--- src/rtl/lsu_ctrl.sv ---
//==============================
// Access FSM with one outstanding access.
// Requests with no load or store operation are ignored.
//==============================
module lsu_ctrl (
    input  logic clk,
    input  logic rst_n,
    input  logic valid_i,
    input  logic misaligned_i,
    input  logic is_load_i,
    input  logic is_store_i,
    input  logic gnt_i,
    input  logic rvalid_i,
    output logic bus_req_o,
    output logic bus_we_o,
    output logic stall_o,
    output logic wb_we_o
);

    typedef enum logic [1:0] {
        st_idle,
        st_wait_read,
        st_wait_write
    } state_e;

    state_e state_q;
    state_e state_d;
    logic   access;

    assign access    = is_load_i | is_store_i;
    assign bus_req_o = valid_i & ~misaligned_i & access & (state_q == st_idle);
    assign bus_we_o  = is_store_i;

    always_comb begin
        state_d = state_q;
        stall_o = 1'b0;
        wb_we_o = 1'b0;
        case (state_q)
            st_idle: begin
                if (bus_req_o) begin
                    stall_o = 1'b1;     // Stall starts in the request cycle.
                    if (gnt_i) begin
                        state_d = is_load_i ? st_wait_read : st_wait_write;
                    end
                end
            end
            st_wait_read: begin
                if (rvalid_i) begin
                    wb_we_o = 1'b1;     // Load data is on the lanes now.
                    state_d = st_idle;
                end else begin
                    stall_o = 1'b1;
                end
            end
            st_wait_write: begin
                if (rvalid_i) begin
                    state_d = st_idle;
                end else begin
                    stall_o = 1'b1;
                end
            end
            default: state_d = st_idle;
        endcase
    end

    always_ff @(posedge clk or negedge rst_n) begin
        if (!rst_n) begin
            state_q <= st_idle;
        end else begin
            state_q <= state_d;
        end
    end

endmodule

--- config.mk ---
export PLATFORM = sky130hd
export DESIGN_NAME = lsu_ctrl
export DESIGN_NICKNAME = d
export VERILOG_FILES = /design/src/rtl/lsu_ctrl.sv
export SDC_FILE = /design/constraint.sdc
export NUM_CORES = 1
export LEC_CHECK = 0
export BUFFER_PORTS_ARGS = -buffer_cell sky130_fd_sc_hd__buf_2
export CORE_AREA = 2 2 39 41
export DETAILED_ROUTE_END_ITERATION = 12
export DIE_AREA = 0 0 41 43
export GPL_ROUTABILITY_DRIVEN = 1
export REMOVE_ABC_BUFFERS = 1
export SKIP_CTS_REPAIR_TIMING = 1
export SYNTH_ARGS = -nofsm -noshare
export SYNTH_HDL_FRONTEND = slang
export SYNTH_SLANG_ARGS = --single-unit
export TNS_END_PERCENT = 100
--- constraint.sdc ---
create_clock -name clk -period 1.6 [get_ports clk]
set_input_delay 0.16 -clock clk [delete_from_list [all_inputs] [get_ports clk]]
set_output_delay 0.16 -clock clk [all_outputs]
set_load 0.02 [all_outputs]
==> results.txt, run 1 <==
Number of buffers created by CTS: 3
Clk root buf: clkbuf_4
Area grow syn2layout: 53.1%
Fin util: 24.8%
DP HPWL: 375 microns
Maximum vdd drop: 0.539 mV
Seq/Total Area, Yosys: 22.3%
Final min period: 1500 ps
Fin. max-slew vios: 0
Fill cells: 160
Critical Path Max Stage Delay: 360 ps
Vias in the first global route: 213
Largest net degree at the start of global routing: 5
Top post-synthesis cells by area: dfrtp_1, ha_1, o21ai_2, nor2b_4, nand2b_1
Layout cells sized above 1: 53.8%
Commonest non-fill, non-tap cell in the layout: buf_2
Max-Slew Margin vs Limit: 86.9%
Clock buffer depth: 2
YS warnings: 0
Routability cong.: 0.697
Io pins: 12
Outcome: finished clean
Initial antenna violation count: 0
Met1 GRT Util: 5.14%
First-pass DRT Iterations: 1
Post-synth cell types: 16
Setup-failing EPs final: 0
Yosys top cell by area: dfrtp_1
Biggest register: state_q
Reg2reg end: state_q[1]
CP bufs+invs: 2
Number of port buffers: 11
Routed WL per cell: 8.35 microns
Flip-flop and latch area: 50.0 sq um
Die H: 43 microns
Max FFs per register: 2
Total number of vias: 230
Biggest regs: state_q (2)
CTS tree: done
Clock sinks: 2
Initial Util: 16.2%
Share of the synthesized area in the top cell type: 22.3%
Worst min path class: in2async
Die footprint: 1760 sq um
Cells along the critical path: inv_1, ha_4, nand2b_1, a21oi_2, buf_4
Mapped Area: 224 sq um
Tcrit/Tclk final: 93.7%
Total Routing Usage GR: 6.63%
Grt ovf: 0
Critical path peak fanout: 3
Arr. time, crit path: 1340 ps
Die Wd: 41 microns
Reg-to-Reg Start: state_q[0]
Max Cap Viol: 0
Mapped Avg Cell Area: 8.96 sq um
WP data required: 1440 ps
R2R Setup Slk: 240 ps
Placed cell count: 51
Leak Pwr: 0.170 nW
Final Net Count: 53
Area of the multi-input gates: 171 sq um
Met2 Use GR: 10.0%
Grt peak-use layer: met2
Crit. End Element: output port
Number of nets with antenna violations after routing: 0
Grt met3 use: 4.71%
Non-Filler Instances: 55
First-pass GRT wire length: 717 microns
Critical Path Slowest Stage Cell: dfrtp_1
Max Fclk: 0.667 GHz
CTS H-tree lvls: 1
# rows: 14
Setup CP Type: reg2out
Layout Skew: 0.823 ps
Vias per Instance: 4.18
Flops & latches, synth: 2
Hold Fails Final Rpt: 0
Measured slew at the worst slew-check pin: 196 ps
Most frequent cells in the layout: buf_2, ha_1, clkbuf_4
DRC viols: 0
Worst r2r path cells: 6
DR iter-0 viols: 0
Power Density: 1360 nW/um^2
Startpoint Class: flop
CTS clk-pin slew, worst paths: 30 ps
Core footprint: 1380 sq um
Clk_lat worst skew: 220 ps
Diodes inserted: 0
CP top delay family: flip-flops
Cells after Synth: 25
RSZ-0062 raised after global routing: false
DRT Wirelength: 459 microns
Final setup TNS: 0 ps
cell families (layout without fill, tap and decap cells):
kind of cell	after synthesis	after routing	synth area share, %
and+or+nand+nor	7	7	20.1
muxes	1	1	4.47
buffers and inverters	4	18	8.38
DFF	2	2	22.3
adders and majority gates	4	4	22.3
AOI/OAI and AO/OA	7	7	22.4
where the power goes:
group	internal [mW]	switching (mW)	leakage, nW	total, mW
clock network	0.0830	0.0311	0.0138	0.114
logic	0.121	0.150	0.130	0.271
registers	0.0690	0.0119	0.0260	0.0809
total	0.273	0.193	0.170	0.466
area by class of cell:
| class | count | share of cell area [%] |
|---|---|---|
| Inverter | 3 | 3.28 |
| Sequential cell | 2 | 14.6 |
| Tap cell | 16 | 5.84 |
| Multi-Input combinational cell | 19 | 50.0 |
| Clock buffer | 3 | 6.57 |
| Timing Repair Buffer | 12 | 19.7 |
through the flow:
step	power, mW	setup WS [ps]	hold WS [ps]	cell area [sq um]
after detailed placement	0.313	261	-52.7	292
after global routing	0.525	19.0	252	343
after global placement	0.308	281	-52.0	292
after CTS	0.433	14.2	-296	314
final	0.466	101	245	343
after floorplan	0.251	286	-136	216
synthesized netlist by cell type (all sizes together):
| library cell | count |
|---|---|
| o21ai | 2 |
| nor2b | 1 |
| dfrtp | 2 |
| and2 | 1 |
| buf | 1 |
| nor2 | 1 |
| nand2 | 1 |
| a21oi | 3 |
| o211ai | 1 |
| ha | 4 |
| o22ai | 1 |
| nand2b | 2 |
| nand3 | 1 |
| mux2i | 1 |
| inv | 3 |
per-layer routing:
metal	wire (microns)	vias up
li1	-	112
met1	182	110
met2	237	8
met3	39	0
met4	0	0
met5	0	-
worst max-delay path by stage:
stage / startpoint / end / slack [ps] / cells past startpoint
2_1_floorplan: state_q[0] / stall_o / 290 / 4
3_3_place_gp: state_q[1] / stall_o / 280 / 5
3_5_place_dp: state_q[0] / state_q[1] / 260 / 6
4_1_cts: state_q[0] / stall_o / 10 / 5
5_1_grt: state_q[0] / stall_o / 20 / 5
6_report: state_q[0] / stall_o / 100 / 5
worst reg2reg max path: stages, from the launching register on:
cell      delay [ps]
dfrtp_1          390
inv_1            150
ha_4             220
nand2b_1         120
o21ai_2           90
a21oi_2          120
mux2i_1          200
(Power assumes the default switching activity.)
==> run 2, diff against run 1 <==
--- a/config.mk
+++ b/config.mk
@@ -6,10 +6,13 @@
 export NUM_CORES = 1
 export LEC_CHECK = 0
 export BUFFER_PORTS_ARGS = -buffer_cell sky130_fd_sc_hd__buf_2
+export CELL_PAD_IN_SITES_DETAIL_PLACEMENT = 1
+export CELL_PAD_IN_SITES_GLOBAL_PLACEMENT = 1
 export CORE_AREA = 2 2 39 41
 export DETAILED_ROUTE_END_ITERATION = 12
 export DIE_AREA = 0 0 41 43
 export GPL_ROUTABILITY_DRIVEN = 1
+export PLACE_DENSITY_LB_ADDON = 0.1
 export REMOVE_ABC_BUFFERS = 1
 export SKIP_CTS_REPAIR_TIMING = 1
 export SYNTH_ARGS = -nofsm -noshare
==> run 2 against run 1 <==
Worst hold slack gained 8.8 ps. First-iteration DRC count grew 1. Critical path depth is the same. Via count shrank 7.4%. Clock power shrank 6%. Highest routed layer unchanged. Sequential power grew 2%. Power shrank 2.0%. Final area shrank 1.1%. Maximum frequency grew 2.1%. Flip-flop and latch count is the same. Wire length grew 5.2%.
==> results.txt, run 2 (same netlist as run 1, synthesis figures left out) <==
Critical Path Slowest Stage Cell: dfrtp_1
Number of port buffers: 11
Tcrit/Tclk final: 91.8%
Placed cell count: 51
Pre-CTS setup slack: 222 ps
Setup CP Type: reg2out
P_sw: 0.186 mW
Vias in the first global route: 202
Hold Fails Final Rpt: 0
Die H: 43 microns
Comb power frac: 58.4%
Grt ovf: 0
Core footprint: 1380 sq um
Total power: 0.457 mW
Initial Util: 16.2%
Worst min path class: in2async
Io pins: 12
Critical path peak fanout: 3
Max Fclk: 0.681 GHz
Outcome: finished clean
Maximum vdd drop: 0.424 mV
Max Cap Viol: 0
Vias per Instance: 3.87
CTS tree: done
Switching share of total power: 40.8%
Clk root buf: clkbuf_4
Total Routing Usage GR: 7.03%
CP bufs+invs: 2
DRT Wirelength: 483 microns
Setup-failing EPs final: 0
Final setup TNS: 0 ps
Cells along the critical path: inv_2, ha_4, nand2b_1, a21oi_1, buf_4
Leak Pwr: 0.169 nW
Final WS setup: 132 ps
Number of buffers created by CTS: 3
Final min period: 1470 ps
Routability cong.: 0.689
CP top delay family: flip-flops
Routed WL per cell: 8.78 microns
Number of nets with antenna violations after routing: 0
Initial antenna violation count: 0
Int Pwr: 0.270 mW
DRC viols: 0
Final Net Count: 53
First-pass GRT wire length: 786 microns
Critical Path Max Stage Delay: 370 ps
CTS H-tree lvls: 1
Measured slew at the worst slew-check pin: 128 ps
Biggest regs: state_q (2)
Arr. time, crit path: 1310 ps
Die Wd: 41 microns
Clock buffer depth: 2
Biggest register: state_q
Commonest non-fill, non-tap cell in the layout: buf_2
Die footprint: 1760 sq um
WP data required: 1440 ps
# rows: 14
Clk_lat worst skew: 220 ps
Power share of the clock group: 23.5%
Fin. max-slew vios: 0
Max FFs per register: 2
RSZ-0062 raised after global routing: false
DP HPWL: 420 microns
Layout Skew: 4.04 ps
Largest net degree at the start of global routing: 5
Placed Area: 292 sq um
Area grow syn2layout: 51.4%
Power Density: 1350 nW/um^2
First-pass DRT Iterations: 2
Layout cells sized above 1: 53.8%
Most frequent cells in the layout: buf_2, ha_1, clkbuf_4
Max-Slew Margin vs Limit: 91.2%
Total number of vias: 213
Design Area, Final: 339 sq um
CTS clk-pin slew, worst paths: 30 ps
Diodes inserted: 0
Non-Filler Instances: 55
Startpoint Class: flop
Clock sinks: 2
Sequential power share: 18.1%
Setup crit start: state_q[0]
DR iter-0 viols: 1
Crit. End Element: output port
Reg-to-Reg Start: state_q[0]
run 2: cell counts in the layout (fill, tap and decap cells not counted):
Identical to the previous run, type by type.
run 2: final timing paths:
check                             end  slack [ps]  cells past startpoint
setup / recovery              stall_o         130                      5
hold / removal             state_q[0]         250                      2
setup reg to reg           state_q[1]         290                      6
hold reg to reg            state_q[1]         610                      2
max in group asynchronous  state_q[1]        1250                      2
min in group clk           state_q[0]         260                      3
run 2: layer usage:
layer  track usage [%]  wire, microns
met2              9.69            238
met5                 0              0
met1              7.72            217
met4              8.00              0
met3              1.57             26
run 2: power groups by stage:
stage	Sequential, mW	Combinational [mW]	Clock, mW
detailed placement	0.0808	0.235	0
finish	0.0826	0.267	0.107
global placement	0.0805	0.237	0
floorplan	0.0782	0.172	0
global route	0.0862	0.303	0.119
CTS	0.0803	0.236	0.113
run 2: worst reg2reg max path, cell delays in order, from the launching register on:
cell and delay, ps:
dfrtp_1 390, inv_2 100, ha_4 200, nand2b_1 110
o21ai_2 90, a21oi_2 130, mux2i_1 200
run 2: cell type report:
cell class | instances | area [sq um]
well taps | 16 | 20.0
inverters | 3 | 11.3
flip-flops and latches | 2 | 50.0
multi-input cells | 19 | 168
repair buffers | 12 | 67.6
clock buffers | 3 | 22.5
fillers | 168 | 1040
run 2: per-stage QoR:
stage	hold slack (ps)	util, %
after floorplan	-136	-
after CTS	-290	22.7
after global placement	-56.0	21.1
after detailed placement	-53.9	21.1
final	254	24.5
after global routing	273	24.5
==> run 3, diff against run 2 <==
==> constraint.sdc (replaced) <==
create_clock -name clk -period 1.2 [get_ports clk]
set_input_delay 0.12 -clock clk [delete_from_list [all_inputs] [get_ports clk]]
set_output_delay 0.12 -clock clk [all_outputs]
set_load 0.02 [all_outputs]
==> run 3 against run 2 <==
The flow now finishes with violations (setup timing). Core utilization rose by 9.3 points. Worst hold slack worse by 41 ps. Combinational power grew to 2.6 times the previous value. First-iteration DRC count up 100%. Wire length up 43%. Register-to-register slack got worse by 360 ps. Sequential power up 31%.
==> results.txt, run 3 (same netlist as run 1, synthesis figures left out) <==
Max-Slew Margin vs Limit: 85.8%
Grt ovf: 0
Placed Area: 352 sq um
Hold Fails Final Rpt: 0
Design Area, Final: 468 sq um
Vias per Instance: 4.00
Critical path peak fanout: 4
Fill cells: 172
Biggest register: state_q
Maximum vdd drop: 0.581 mV
# rows: 14
Critical Path Slowest Stage Cell: dfrtp_1
Initial antenna violation count: 0
Number of nets with antenna violations after routing: 0
Final hold slack: 212 ps
Fin. max-slew vios: 0
Most frequent cells in the layout: buf_4, buf_2, buf_6, inv_2, clkbuf_4
Largest net degree at the start of global routing: 5
Layout Skew: 2.77 ps
Vias in the first global route: 266
Initial Util: 16.2%
Number of port buffers: 11
Number of buffers created by CTS: 3
Max Fclk: 0.722 GHz
DRC viols: 0
Biggest regs: state_q (2)
Setup-failing EPs final: 5
Final setup TNS: -560 ps
Routed WL per cell: 10.6 microns
Layout cells sized above 1: 75.5%
Startpoint Class: flop
WP data required: 1080 ps
First-pass GRT wire length: 1030 microns
Clk_lat worst skew: 220 ps
Clock buffer depth: 2
CP bufs+invs: 2
Power Density: 2050 nW/um^2
CTS clk-pin slew, worst paths: 30 ps
Final WS setup: -185 ps
Outcome: complete, but fails checks
Measured slew at the worst slew-check pin: 213 ps
Cells along the critical path: inv_2, ha_4, nand2b_4, a21oi_2, buf_6
CTS H-tree lvls: 1
Commonest non-fill, non-tap cell in the layout: buf_4
Tcrit/Tclk final: 115%
CP top delay family: flip-flops
Critical Path Max Stage Delay: 350 ps
Die H: 43 microns
Die footprint: 1760 sq um
Total Routing Usage GR: 9.24%
Die Wd: 41 microns
Max FFs per register: 2
Leak Pwr: 0.227 nW
Total power: 0.960 mW
RSZ-0062 raised after global routing: true
Setup CP Type: reg2out
First-pass DRT Iterations: 3
Crit. End Element: output port
Arr. time, crit path: 1270 ps
CTS tree: done
Final Net Count: 63
Io pins: 12
Core footprint: 1380 sq um
DP HPWL: 513 microns
DRT Wirelength: 692 microns
Final min period: 1390 ps
Total number of vias: 260
Failing checks: setup timing
Clock sinks: 2
Max Cap Viol: 0
Clk root buf: clkbuf_4
Routability cong.: 0.693
Worst min path class: in2async
Area grow syn2layout: 109%
Diodes inserted: 0
DR iter-0 viols: 2
run 3: final cells by class:
class,count,area (sq um),share of cell area (%)
timing repair buffer,22,163,34.8
inverter,3,11.3,2.41
clock buffer,3,22.5,4.81
tap,16,20.0,4.28
multi-input combinational,19,201,43.0
sequential,2,50.0,10.7
run 3: path summary, 6_finish.rpt:
check | start | endpoint | slack, ps | cells after the start
min | rst_n | state_q[1] | 210 | 2
min reg2reg | state_q[0] | state_q[0] | 750 | 3
min in group clk | is_load_i | state_q[0] | 230 | 3
max in group asynchronous | rst_n | state_q[0] | 890 | 2
max | state_q[1] | stall_o | -190 | 5
max reg2reg | state_q[1] | state_q[1] | -70 | 6
run 3: per-layer routing:
metal	up-vias	global-route usage [%]	wire length (microns)
li1	132	-	-
met3	0	0	26
met2	5	14.7	419
met1	123	9.65	246
met5	-	0	0
met4	0	10.0	0
run 3: per-stage QoR:
step                setup WS (ps)  instances  util, %
finish                       -185         65     33.8
global route                 -240         65     33.8
CTS                          -290         62     27.0
global placement             -101         59     25.4
detailed placement           -133         59     25.4
floorplan                   -74.4         24        -
run 3: power by group:
part,switching (mW),internal [mW]
registers,0.0159,0.0921
clock network,0.0349,0.110
logic,0.305,0.403
total,0.355,0.605
