## src/rtl/lsu_pkg.sv

```systemverilog
//==============================
// Shared types for the load/store unit and its RAM.
// The RAM holds RAM_WORDS words and decodes only address bits 9 to 2.
//==============================
package lsu_pkg;

    localparam int RAM_WORDS = 256;     // Depth of the data RAM in words.
    localparam int RAM_AW    = 8;       // Word index width.

    // Memory operation carried with each core request.
    typedef enum logic [3:0] {
        op_none = 4'd0,
        op_lb   = 4'd1,
        op_lh   = 4'd2,
        op_lw   = 4'd3,
        op_lbu  = 4'd4,
        op_lhu  = 4'd5,
        op_sb   = 4'd6,
        op_sh   = 4'd7,
        op_sw   = 4'd8
    } mem_op_e;

    // Request from the core, held steady while the stall is high.
    typedef struct packed {
        logic        valid;
        mem_op_e     op;
        logic [31:0] addr;              // Byte address.
        logic [31:0] wdata;             // Store data in the low bits.
    } lsu_req_t;

    // Request toward the data RAM.
    typedef struct packed {
        logic        req;
        logic        we;                // High for stores.
        logic [3:0]  be;                // One enable per byte lane.
        logic [31:0] addr;              // Word aligned.
        logic [31:0] wdata;             // Already placed on its lanes.
    } bus_req_t;

    // Register write-back toward the core.
    typedef struct packed {
        logic        we;                // One-cycle pulse per load.
        logic [31:0] data;              // Extended load result.
    } lsu_wb_t;

endpackage

```

## src/rtl/lsu_align.sv

```systemverilog
//==============================
// Byte-lane logic, fully combinational.
// The load result is valid only while rdata_i holds the RAM reply.
//==============================
module lsu_align (
    input  lsu_pkg::mem_op_e op_i,
    input  logic [1:0]       addr_lo_i,
    input  logic [31:0]      store_data_i,
    input  logic [31:0]      rdata_i,
    output logic             misaligned_o,
    output logic             is_load_o,
    output logic             is_store_o,
    output logic [3:0]       be_o,
    output logic [31:0]      wdata_o,
    output logic [31:0]      load_data_o
);
    import lsu_pkg::*;

    localparam logic [1:0] SZ_BYTE = 2'd0;
    localparam logic [1:0] SZ_HALF = 2'd1;
    localparam logic [1:0] SZ_WORD = 2'd2;

    logic [1:0]  size;
    logic        sext;                  // Sign extension for lb and lh.
    logic [4:0]  lane_shift;
    logic [31:0] rdata_shifted;

    assign lane_shift    = {addr_lo_i, 3'b000};
    assign rdata_shifted = rdata_i >> lane_shift;  // Addressed lane moves to bit 0.

    // Split the operation into direction, size and extension.
    always_comb begin
        is_load_o  = 1'b0;
        is_store_o = 1'b0;
        size       = SZ_BYTE;
        sext       = 1'b0;
        case (op_i)
            op_lb: begin
                is_load_o = 1'b1;
                sext      = 1'b1;
            end
            op_lh: begin
                is_load_o = 1'b1;
                size      = SZ_HALF;
                sext      = 1'b1;
            end
            op_lw: begin
                is_load_o = 1'b1;
                size      = SZ_WORD;
            end
            op_lbu: is_load_o = 1'b1;
            op_lhu: begin
                is_load_o = 1'b1;
                size      = SZ_HALF;
            end
            op_sb: is_store_o = 1'b1;
            op_sh: begin
                is_store_o = 1'b1;
                size       = SZ_HALF;
            end
            op_sw: begin
                is_store_o = 1'b1;
                size       = SZ_WORD;
            end
            default: ;                  // op_none decodes to nothing.
        endcase
    end

    assign misaligned_o = ((size == SZ_WORD) && (addr_lo_i != 2'b00)) ||
                          ((size == SZ_HALF) && addr_lo_i[0]);

    // Lane placement of store data and its byte enables.
    always_comb begin
        be_o    = 4'b0000;
        wdata_o = 32'h0;
        if (is_store_o) begin
            case (size)
                SZ_BYTE: begin
                    be_o    = 4'b0001 << addr_lo_i;
                    wdata_o = {24'h0, store_data_i[7:0]} << lane_shift;
                end
                SZ_HALF: begin
                    be_o    = 4'b0011 << addr_lo_i;
                    wdata_o = {16'h0, store_data_i[15:0]} << lane_shift;
                end
                default: begin
                    be_o    = 4'b1111;
                    wdata_o = store_data_i;
                end
            endcase
        end
    end

    // Extraction of the addressed bytes, then extension to 32 bits.
    always_comb begin
        case (size)
            SZ_BYTE: load_data_o = {{24{sext & rdata_shifted[7]}}, rdata_shifted[7:0]};
            SZ_HALF: load_data_o = {{16{sext & rdata_shifted[15]}}, rdata_shifted[15:0]};
            default: load_data_o = rdata_i;
        endcase
    end

endmodule

```

## config.mk

```make
export PLATFORM = sky130hd
export DESIGN_NAME = lsu_align
export DESIGN_NICKNAME = d
export VERILOG_FILES = /design/src/rtl/lsu_pkg.sv /design/src/rtl/lsu_align.sv
export SDC_FILE = /design/constraint.sdc
export NUM_CORES = 1
export LEC_CHECK = 0
export BUFFER_PORTS_ARGS = -buffer_cell sky130_fd_sc_hd__buf_4
export CORE_MARGIN = 1
export CORE_UTILIZATION = 36
export DETAILED_ROUTE_END_ITERATION = 10
export PLACE_DENSITY = 0.93
export SLEW_MARGIN = 20
export SYNTH_ARGS = -nofsm -noshare
export SYNTH_HDL_FRONTEND = slang
export SYNTH_SLANG_ARGS = --single-unit
```

## constraint.sdc

```tcl
create_clock -name vclk -period 2.6
set_input_delay 0.39 -clock vclk [all_inputs]
set_output_delay 0.39 -clock vclk [all_outputs]
set_load 0.02 [all_outputs]
```

==> results of run 1 <==
-- worst max path at each step --
stage / depth (start not counted) / endpoint
3_3_place_gp: 6 / load_data_o[24]
6_report: 6 / load_data_o[28]
4_1_cts: 6 / load_data_o[28]
3_5_place_dp: 6 / load_data_o[28]
2_1_floorplan: 5 / misaligned_o
5_1_grt: 6 / load_data_o[28]
-- power by group --
group	total, mW	internal, mW	switching [mW]
Combinational	0.436	0.211	0.225
Clock	0	0	0
Sequential	0	0	0
Total	0.436	0.211	0.225
-- layout make-up --
class	instances	area, um^2	area share
Multi-Input combinational cell	147	1100	0.474
Tap cell	46	57.6	0.0247
Inverter	19	71.3	0.0306
Timing Repair Buffer	146	1100	0.471
-- worst min-delay path: stages --
cell,delay [ns]
buf_4,0.08
nand2_1,0.04
nand2_1,0.05
buf_4,0.13
-- per-layer routing --
layer | part of all wire | wire length [um]
met1 | 0.42 | 2440
met2 | 0.49 | 2820
met3 | 0.073 | 423
met4 | 0.015 | 84
met5 | 0 | 0
-- through the flow --
stage,setup slack (ns),cells
after global placement,0.219,358
after global routing,0.0117,358
after floorplan,0.283,182
after CTS,0.201,358
final,0.179,358
after detailed placement,0.201,358
-- logic make-up after synthesis --
group,Yosys count,synth area share
AOI/OAI and AO/OA,78,0.517
and+or+nand+nor,60,0.265
buffers and inverters,35,0.129
muxes,9,0.0884
-- cell usage in the layout (no fill, tap or decap), types with 2 or more instances in the layout --
cell type  count
a21o_1        17
a22o_1        15
nor2_1         8
nand3_1       21
inv_1         19
a21oi_1        2
buf_4        146
nand2b_1       3
nand2_1        8
nor3_1         2
nor2b_1       11
a221o_1        8
a222oi_1      16
a21oi_2        2
nand3b_1       2
mux2_2         7
o21ai_0       11
or3b_2         2
a211oi_1       2
==> impl_metrics.json, run 1 <==
{
  "period_minus_slack_ns": 2.42,
  "whs_path_depth": 4,
  "finalHoldViolCount": 0,
  "fmax_mhz": 413,
  "drt-initial-drc-count": 197,
  "ios": 141,
  "slowest_delay_ns": 0.58,
  "crit_family": "multiplexers",
  "max_cap_viol_count": 0,
  "hold_start": "rdata_i[7]",
  "crit_start": "addr_lo_i[1]",
  "numPortBuffers": 141,
  "dpl.hpwl_mm": 4.43,
  "use_met1": 0.398,
  "avgSynthCellArea_um2": 6.92,
  "row_count": 21,
  "fin_total_pwr_uw": 436,
  "postPlaceCellArea_mm2": 0.00232,
  "core_area_mm2": 0.00334,
  "worstPathCellList": "buf_4, mux4_2, nor4b_4, a41o_4, a21o_1, buf_4",
  "use_met2": 0.469,
  "crit_buf_inv": 2,
  "rsz0062_at_grt": "false",
  "antenna_cells": 0,
  "power_density_mw_per_mm2": 187,
  "vdd_ir_drop_max_v": 0.000112,
  "synth_most_common_cell": "nand3_1",
  "grt_overflow": 0,
  "finish.utilization": 0.697,
  "tightest_slew_ns": 0.688,
  "seq_cell_count": 0,
  "worstHoldEndpoint": "load_data_o[7]",
  "start_kind": "input port",
  "status": "complete, no violations",
  "cts_hold_buf": 0,
  "die_width_um": 61.2,
  "finalHoldWorstSlack_ns": 1.09,
  "synth_common_cells": "nand3_1 (21), inv_1 (19), a21o_1 (17), a222oi_1 (16), a22o_1 (15)",
  "ant_nets": 0,
  "slew_violations": 0,
  "dr.pass1.iters": 9,
  "timing.critical_path.mode_cell": "buf_4",
  "post_cts_resized": 0,
  "cp_max_fo": 19,
  "start_util": 0.378,
  "synth_top_area_share": 0.127,
  "first_global_vias": 1700,
  "synth_area_leaders": "a222oi_1 (13%), a22o_1 (10%), a21o_1 (10%), nand3_1 (8.3%), a221o_1 (6.4%)",
  "antenna_found_initial": 0,
  "syn_nets": 252,
  "wl_mm": 5.77,
  "place.gp.congestion": 0.868,
  "dieArea_mm2": 0.00374,
  "grt_max_degree": 28,
  "layout.area.seq_um2": 0,
  "fill_cells": 271,
  "p_leak_nw": 1.39,
  "yosysTopAreaCell": "a222oi_1",
  "hold_path.class": "in -> out",
  "worstPathArrival_ns": 2.03,
  "synth_warnings": 0,
  "track_usage": 0.278,
  "vias_per_cell": 5.88,
  "crit_path_end_kind": "output pin",
  "die_h_um": 61.2,
  "wl_per_cell_um": 16.1,
  "maxSlewHeadroom": 0.540,
  "grtUsageMet3": 0.0147,
  "setup_viol": 0,
  "fin_crit_sh": 0.931,
  "areaGrowthSynthToFinish_pct": 84.7,
  "syn-cell-area_mm2": 0.00126,
  "synthCells": 182,
  "busiest_layer": "met2",
  "drive_gt1_frac": 0.516,
  "crit_slowest_cell": "mux4_2",
  "path_class": "in -> out",
  "nClkBuffers": 0,
  "synth_seq_area_share": 0,
  "setup_tns_ns": 0,
  "vias": 2105,
  "post_synth_num_cell_types": 33,
  "drc": 0,
  "required_ns": 2.21,
  "nNetsFinal": 384,
  "grt_pass1_wl_mm": 8.13,
  "stdcell_area_mm2": 0.00233,
  "postCtsSetupBuffers": 0
}
No activity file was read; power rests on OpenSTA's default activity.
==> run 2, diff against run 1 <==
- clock period: 2.6 -> 2.3 ns (I/O delays scaled with it)
==> run 2 against run 1 <==
Power rose by 17%. Cell count up 3.6%. Flip-flop and latch count stayed put. Sequential share of layout area unchanged. Hold slack lost 0.092 ns. Count of clock-buffer cells in the layout stayed put. Largest power group unchanged.
==> impl_metrics.json, run 2 (synthesis gave the netlist of run 1 again) <==
{
  "wl_mm": 6.26,
  "seq_cell_count": 0,
  "required_ns": 1.96,
  "hold_path.class": "in -> out",
  "ant_nets": 0,
  "core_area_mm2": 0.00334,
  "wl_met2_mm": 3.17,
  "vias": 2204,
  "antenna_found_initial": 0,
  "grt_overflow": 0,
  "wl_met1_mm": 2.49,
  "path_class": "in -> out",
  "place.gp.congestion": 0.848,
  "fmax_mhz": 444,
  "drt-initial-drc-count": 249,
  "grt_max_degree": 17,
  "nClkBuffers": 0,
  "layout.area.seq_um2": 0,
  "cts_hold_buf": 0,
  "fin_total_pwr_uw": 512,
  "slew_violations": 0,
  "numPortBuffers": 141,
  "place_inst": 370,
  "nNetsFinal": 397,
  "grt_pass1_wl_mm": 8.86,
  "rsz0062_at_grt": "false",
  "drive_gt1_frac": 0.545,
  "fin_cells": 371,
  "fin_crit_sh": 0.979,
  "max_cap_viol_count": 0,
  "ios": 141,
  "wl_met3_um": 498,
  "dpl.hpwl_mm": 4.91,
  "track_usage": 0.306,
  "status": "complete, no violations",
  "dieArea_mm2": 0.00374,
  "top_layer": "met4",
  "vdd_ir_drop_max_v": 0.000134,
  "antenna_cells": 0,
  "crit_path_end_kind": "output pin",
  "drc": 0,
  "areaGrowthSynthToFinish_pct": 93.3,
  "final_cell_mix": "buf_4 (159), nand3_1 (21), inv_1 (19)",
  "final_common_cell": "buf_4",
  "cp_max_fo": 16,
  "start_kind": "input port",
  "power_density_mw_per_mm2": 210,
  "tightest_slew_ns": 0.669,
  "wl_per_cell_um": 16.9,
  "first_global_vias": 1824,
  "setup_viol": 0,
  "worstPathArrival_ns": 1.91,
  "period_minus_slack_ns": 2.25,
  "die_width_um": 61.2,
  "die_h_um": 61.2,
  "p_leak_nw": 1.46,
  "row_count": 21,
  "dr.pass1.iters": 7,
  "vias_per_cell": 5.94,
  "start_util": 0.378,
  "finish.utilization": 0.730,
  "maxSlewHeadroom": 0.551,
  "finalHoldViolCount": 0
}
==> run 2: worst paths after layout <==
kind | from | endpoint | slack (ns) | cells after the start
max | addr_lo_i[1] | load_data_o[28] | 0.05 | 6
min | rdata_i[7] | load_data_o[7] | 0.99 | 4
==> run 2: cell type report <==
type | count | area (um^2)
Inverter | 19 | 71.3
Timing Repair Buffer | 159 | 1190
Multi-Input combinational cell | 147 | 1110
Tap cell | 46 | 57.6
Fill cell | 263 | 901
==> run 2: repair_timing <==
item / in CTS / in global routing
endpoints found under the setup margin: 11 / 16
resized for setup: 2 / 2
setup buffers: 1 / 0
==> run 2: layer usage <==
layer / GRT usage / vias to the layer above
met5: 0 / -
li1: - / 1009
met3: 0.0210 / 16
met4: 0.0357 / 0
met1: 0.416 / 1023
met2: 0.542 / 156
==> run 2: metrics by stage <==
stage	setup WS (ns)	TNS, ns	hold WS, ns	cell area, um^2
2_1_floorplan	0.0735	0	0.851	1260
3_3_place_gp	0.0485	0	0.989	2410
3_5_place_dp	-0.0744	-0.437	0.990	2410
4_1_cts	0.0371	0	0.993	2430
5_1_grt	0.0123	0	1.01	2440
6_report	0.0475	0	0.994	2440
==> run 2: critical path, stage by stage <==
cell	delay [ns]
buf_4	0.16
mux4_2	0.56
nor4b_4	0.17
a41o_4	0.32
a21o_1	0.18
buf_4	0.15
==> run 2: report_power, final <==
group | internal [mW] | leakage [nW] | switching [mW] | total [mW]
clock | 0 | 0 | 0 | 0
sequential | 0 | 0 | 0 | 0
combinational | 0.249 | 1.46 | 0.264 | 0.512
total | 0.249 | 1.46 | 0.264 | 0.512
==> run 3, diff against run 2 <==
- GPL_ROUTABILITY_DRIVEN: not set -> 0
- clock period: 2.3 -> 2.1 ns (I/O delays scaled with it)
==> run 3 against run 2 <==
Core utilization up 1.6 points. Critical path depth is 1 higher. Hold slack lost 0.053 ns. Via count increased by 0.32%. Critical endpoint is now load_data_o[5]. Power up 12%. Die area unchanged. Flip-flop and latch count is the same. Setup slack got worse by 0.0065 ns. Largest cell class unchanged. Count of clock-buffer cells in the layout unchanged.
==> impl_metrics.json, run 3 (synthesis gave the netlist of run 1 again) <==
{
  "dpl.hpwl_mm": 4.81,
  "final_common_cell": "buf_4",
  "setup_tns_ns": 0,
  "crit_start": "op_i[0]",
  "worstPathCellList": "buf_4, or3b_2, a21oi_4, buf_6, o21ai_0, nand3_1, buf_4",
  "path_class": "in -> out",
  "cp.depth": 7,
  "setup_viol": 0,
  "crit_buf_inv": 3,
  "ios": 141,
  "wl_mm": 6.30,
  "grt_pass1_wl_mm": 8.34,
  "timing.critical_path.mode_cell": "buf_4",
  "drt-initial-drc-count": 270,
  "power_density_mw_per_mm2": 231,
  "fin_total_pwr_uw": 575,
  "period_minus_slack_ns": 2.06,
  "first_global_vias": 1768,
  "endpoint": "load_data_o[5]",
  "worstPathArrival_ns": 1.74,
  "drive_gt1_frac": 0.564,
  "vias": 2211,
  "fmax_mhz": 486,
  "ant_nets": 0,
  "status": "complete, no violations",
  "slew_violations": 0,
  "vdd_ir_drop_max_v": 0.000152,
  "grt_overflow": 0,
  "die_h_um": 61.2,
  "required_ns": 1.78,
  "start_kind": "input port",
  "grt_max_degree": 20,
  "core_area_mm2": 0.00334,
  "seq_cell_count": 0,
  "layout.area.seq_um2": 0,
  "postPlaceCellArea_mm2": 0.00242,
  "cp_max_fo": 12,
  "crit_slowest_cell": "or3b_2",
  "wl_met3_um": 411,
  "wl_per_cell_um": 16.9,
  "numPortBuffers": 141,
  "fin_crit_sh": 0.981,
  "nNetsFinal": 398,
  "areaGrowthSynthToFinish_pct": 97.5,
  "stdcell_area_mm2": 0.00249,
  "top_layer": "met4",
  "dr.pass1.iters": 10,
  "maxSlewHeadroom": 0.511,
  "dieArea_mm2": 0.00374,
  "antenna_found_initial": 0,
  "antenna_cells": 0,
  "die_width_um": 61.2,
  "row_count": 21,
  "postCtsSetupBuffers": 0,
  "crit_family": "simple AND/OR/NAND/NOR gates",
  "max_cap_viol_count": 0,
  "finish.utilization": 0.746,
  "final_cell_mix": "buf_4 (155), nand3_1 (21), inv_1 (19)",
  "p_leak_nw": 1.47,
  "slowest_delay_ns": 0.52,
  "crit_path_end_kind": "output pin",
  "wl_met1_mm": 2.60,
  "vias_per_cell": 5.94,
  "track_usage": 0.285,
  "hold_path.class": "in -> out",
  "nClkBuffers": 0,
  "drc": 0,
  "finalHoldWorstSlack_ns": 0.940,
  "wl_met2_mm": 3.18,
  "finalHoldViolCount": 0,
  "start_util": 0.378,
  "tightest_slew_ns": 0.730
}
[run 3: cell types whose count changed in the layout (fill, tap and decap cells not counted), sizes merged]
cell,before,now
a41o,1,2
[run 3: final cells by class]
| class | count | area (um^2) |
|---|---|---|
| multi-input combinational | 148 | 1150 |
| timing repair buffer | 159 | 1210 |
| inverter | 19 | 71.3 |
| fill | 281 | 848 |
| tap | 46 | 57.6 |
[run 3: stage by stage]
step | setup WS, ns | instances
5_1_grt | -0.0345 | 372
6_report | 0.0409 | 372
4_1_cts | 0.0266 | 371
2_1_floorplan | 0.0435 | 182
3_3_place_gp | -0.0525 | 371
3_5_place_dp | -0.164 | 371
[run 3: metal layers]
metal  global-route usage  vias up
met4               0.0552        0
met3               0.0105       12
met2                0.475      117
met5                    0        -
li1                     -     1016
met1                0.410     1066
[run 3: worst min path at each step]
| stage | slack (ns) | startpoint | end | depth (start not counted) |
|---|---|---|---|---|
| global placement | 0.93 | store_data_i[26] | wdata_o[26] | 4 |
| detailed placement | 0.93 | store_data_i[25] | wdata_o[25] | 4 |
| floorplan | 0.79 | rdata_i[7] | load_data_o[7] | 2 |
| finish | 0.94 | store_data_i[29] | wdata_o[29] | 4 |
| global route | 0.96 | rdata_i[19] | load_data_o[19] | 3 |
| CTS | 0.94 | store_data_i[25] | wdata_o[25] | 4 |
[run 3: repair_timing]
| action | 4_1_cts | 5_1_grt |
|---|---|---|
| hold buffers | 0 | 0 |
| gates cloned | 0 | 1 |
| setup endpoints to repair | 8 | 60 |
| gates resized for setup | 2 | 13 |
| pin swaps | 0 | 0 |
[run 3: power breakdown]
part,internal (mW),leakage [nW],switching (mW)
clock network,0,0,0
registers,0,0,0
logic,0.281,1.47,0.295
total,0.281,1.47,0.295
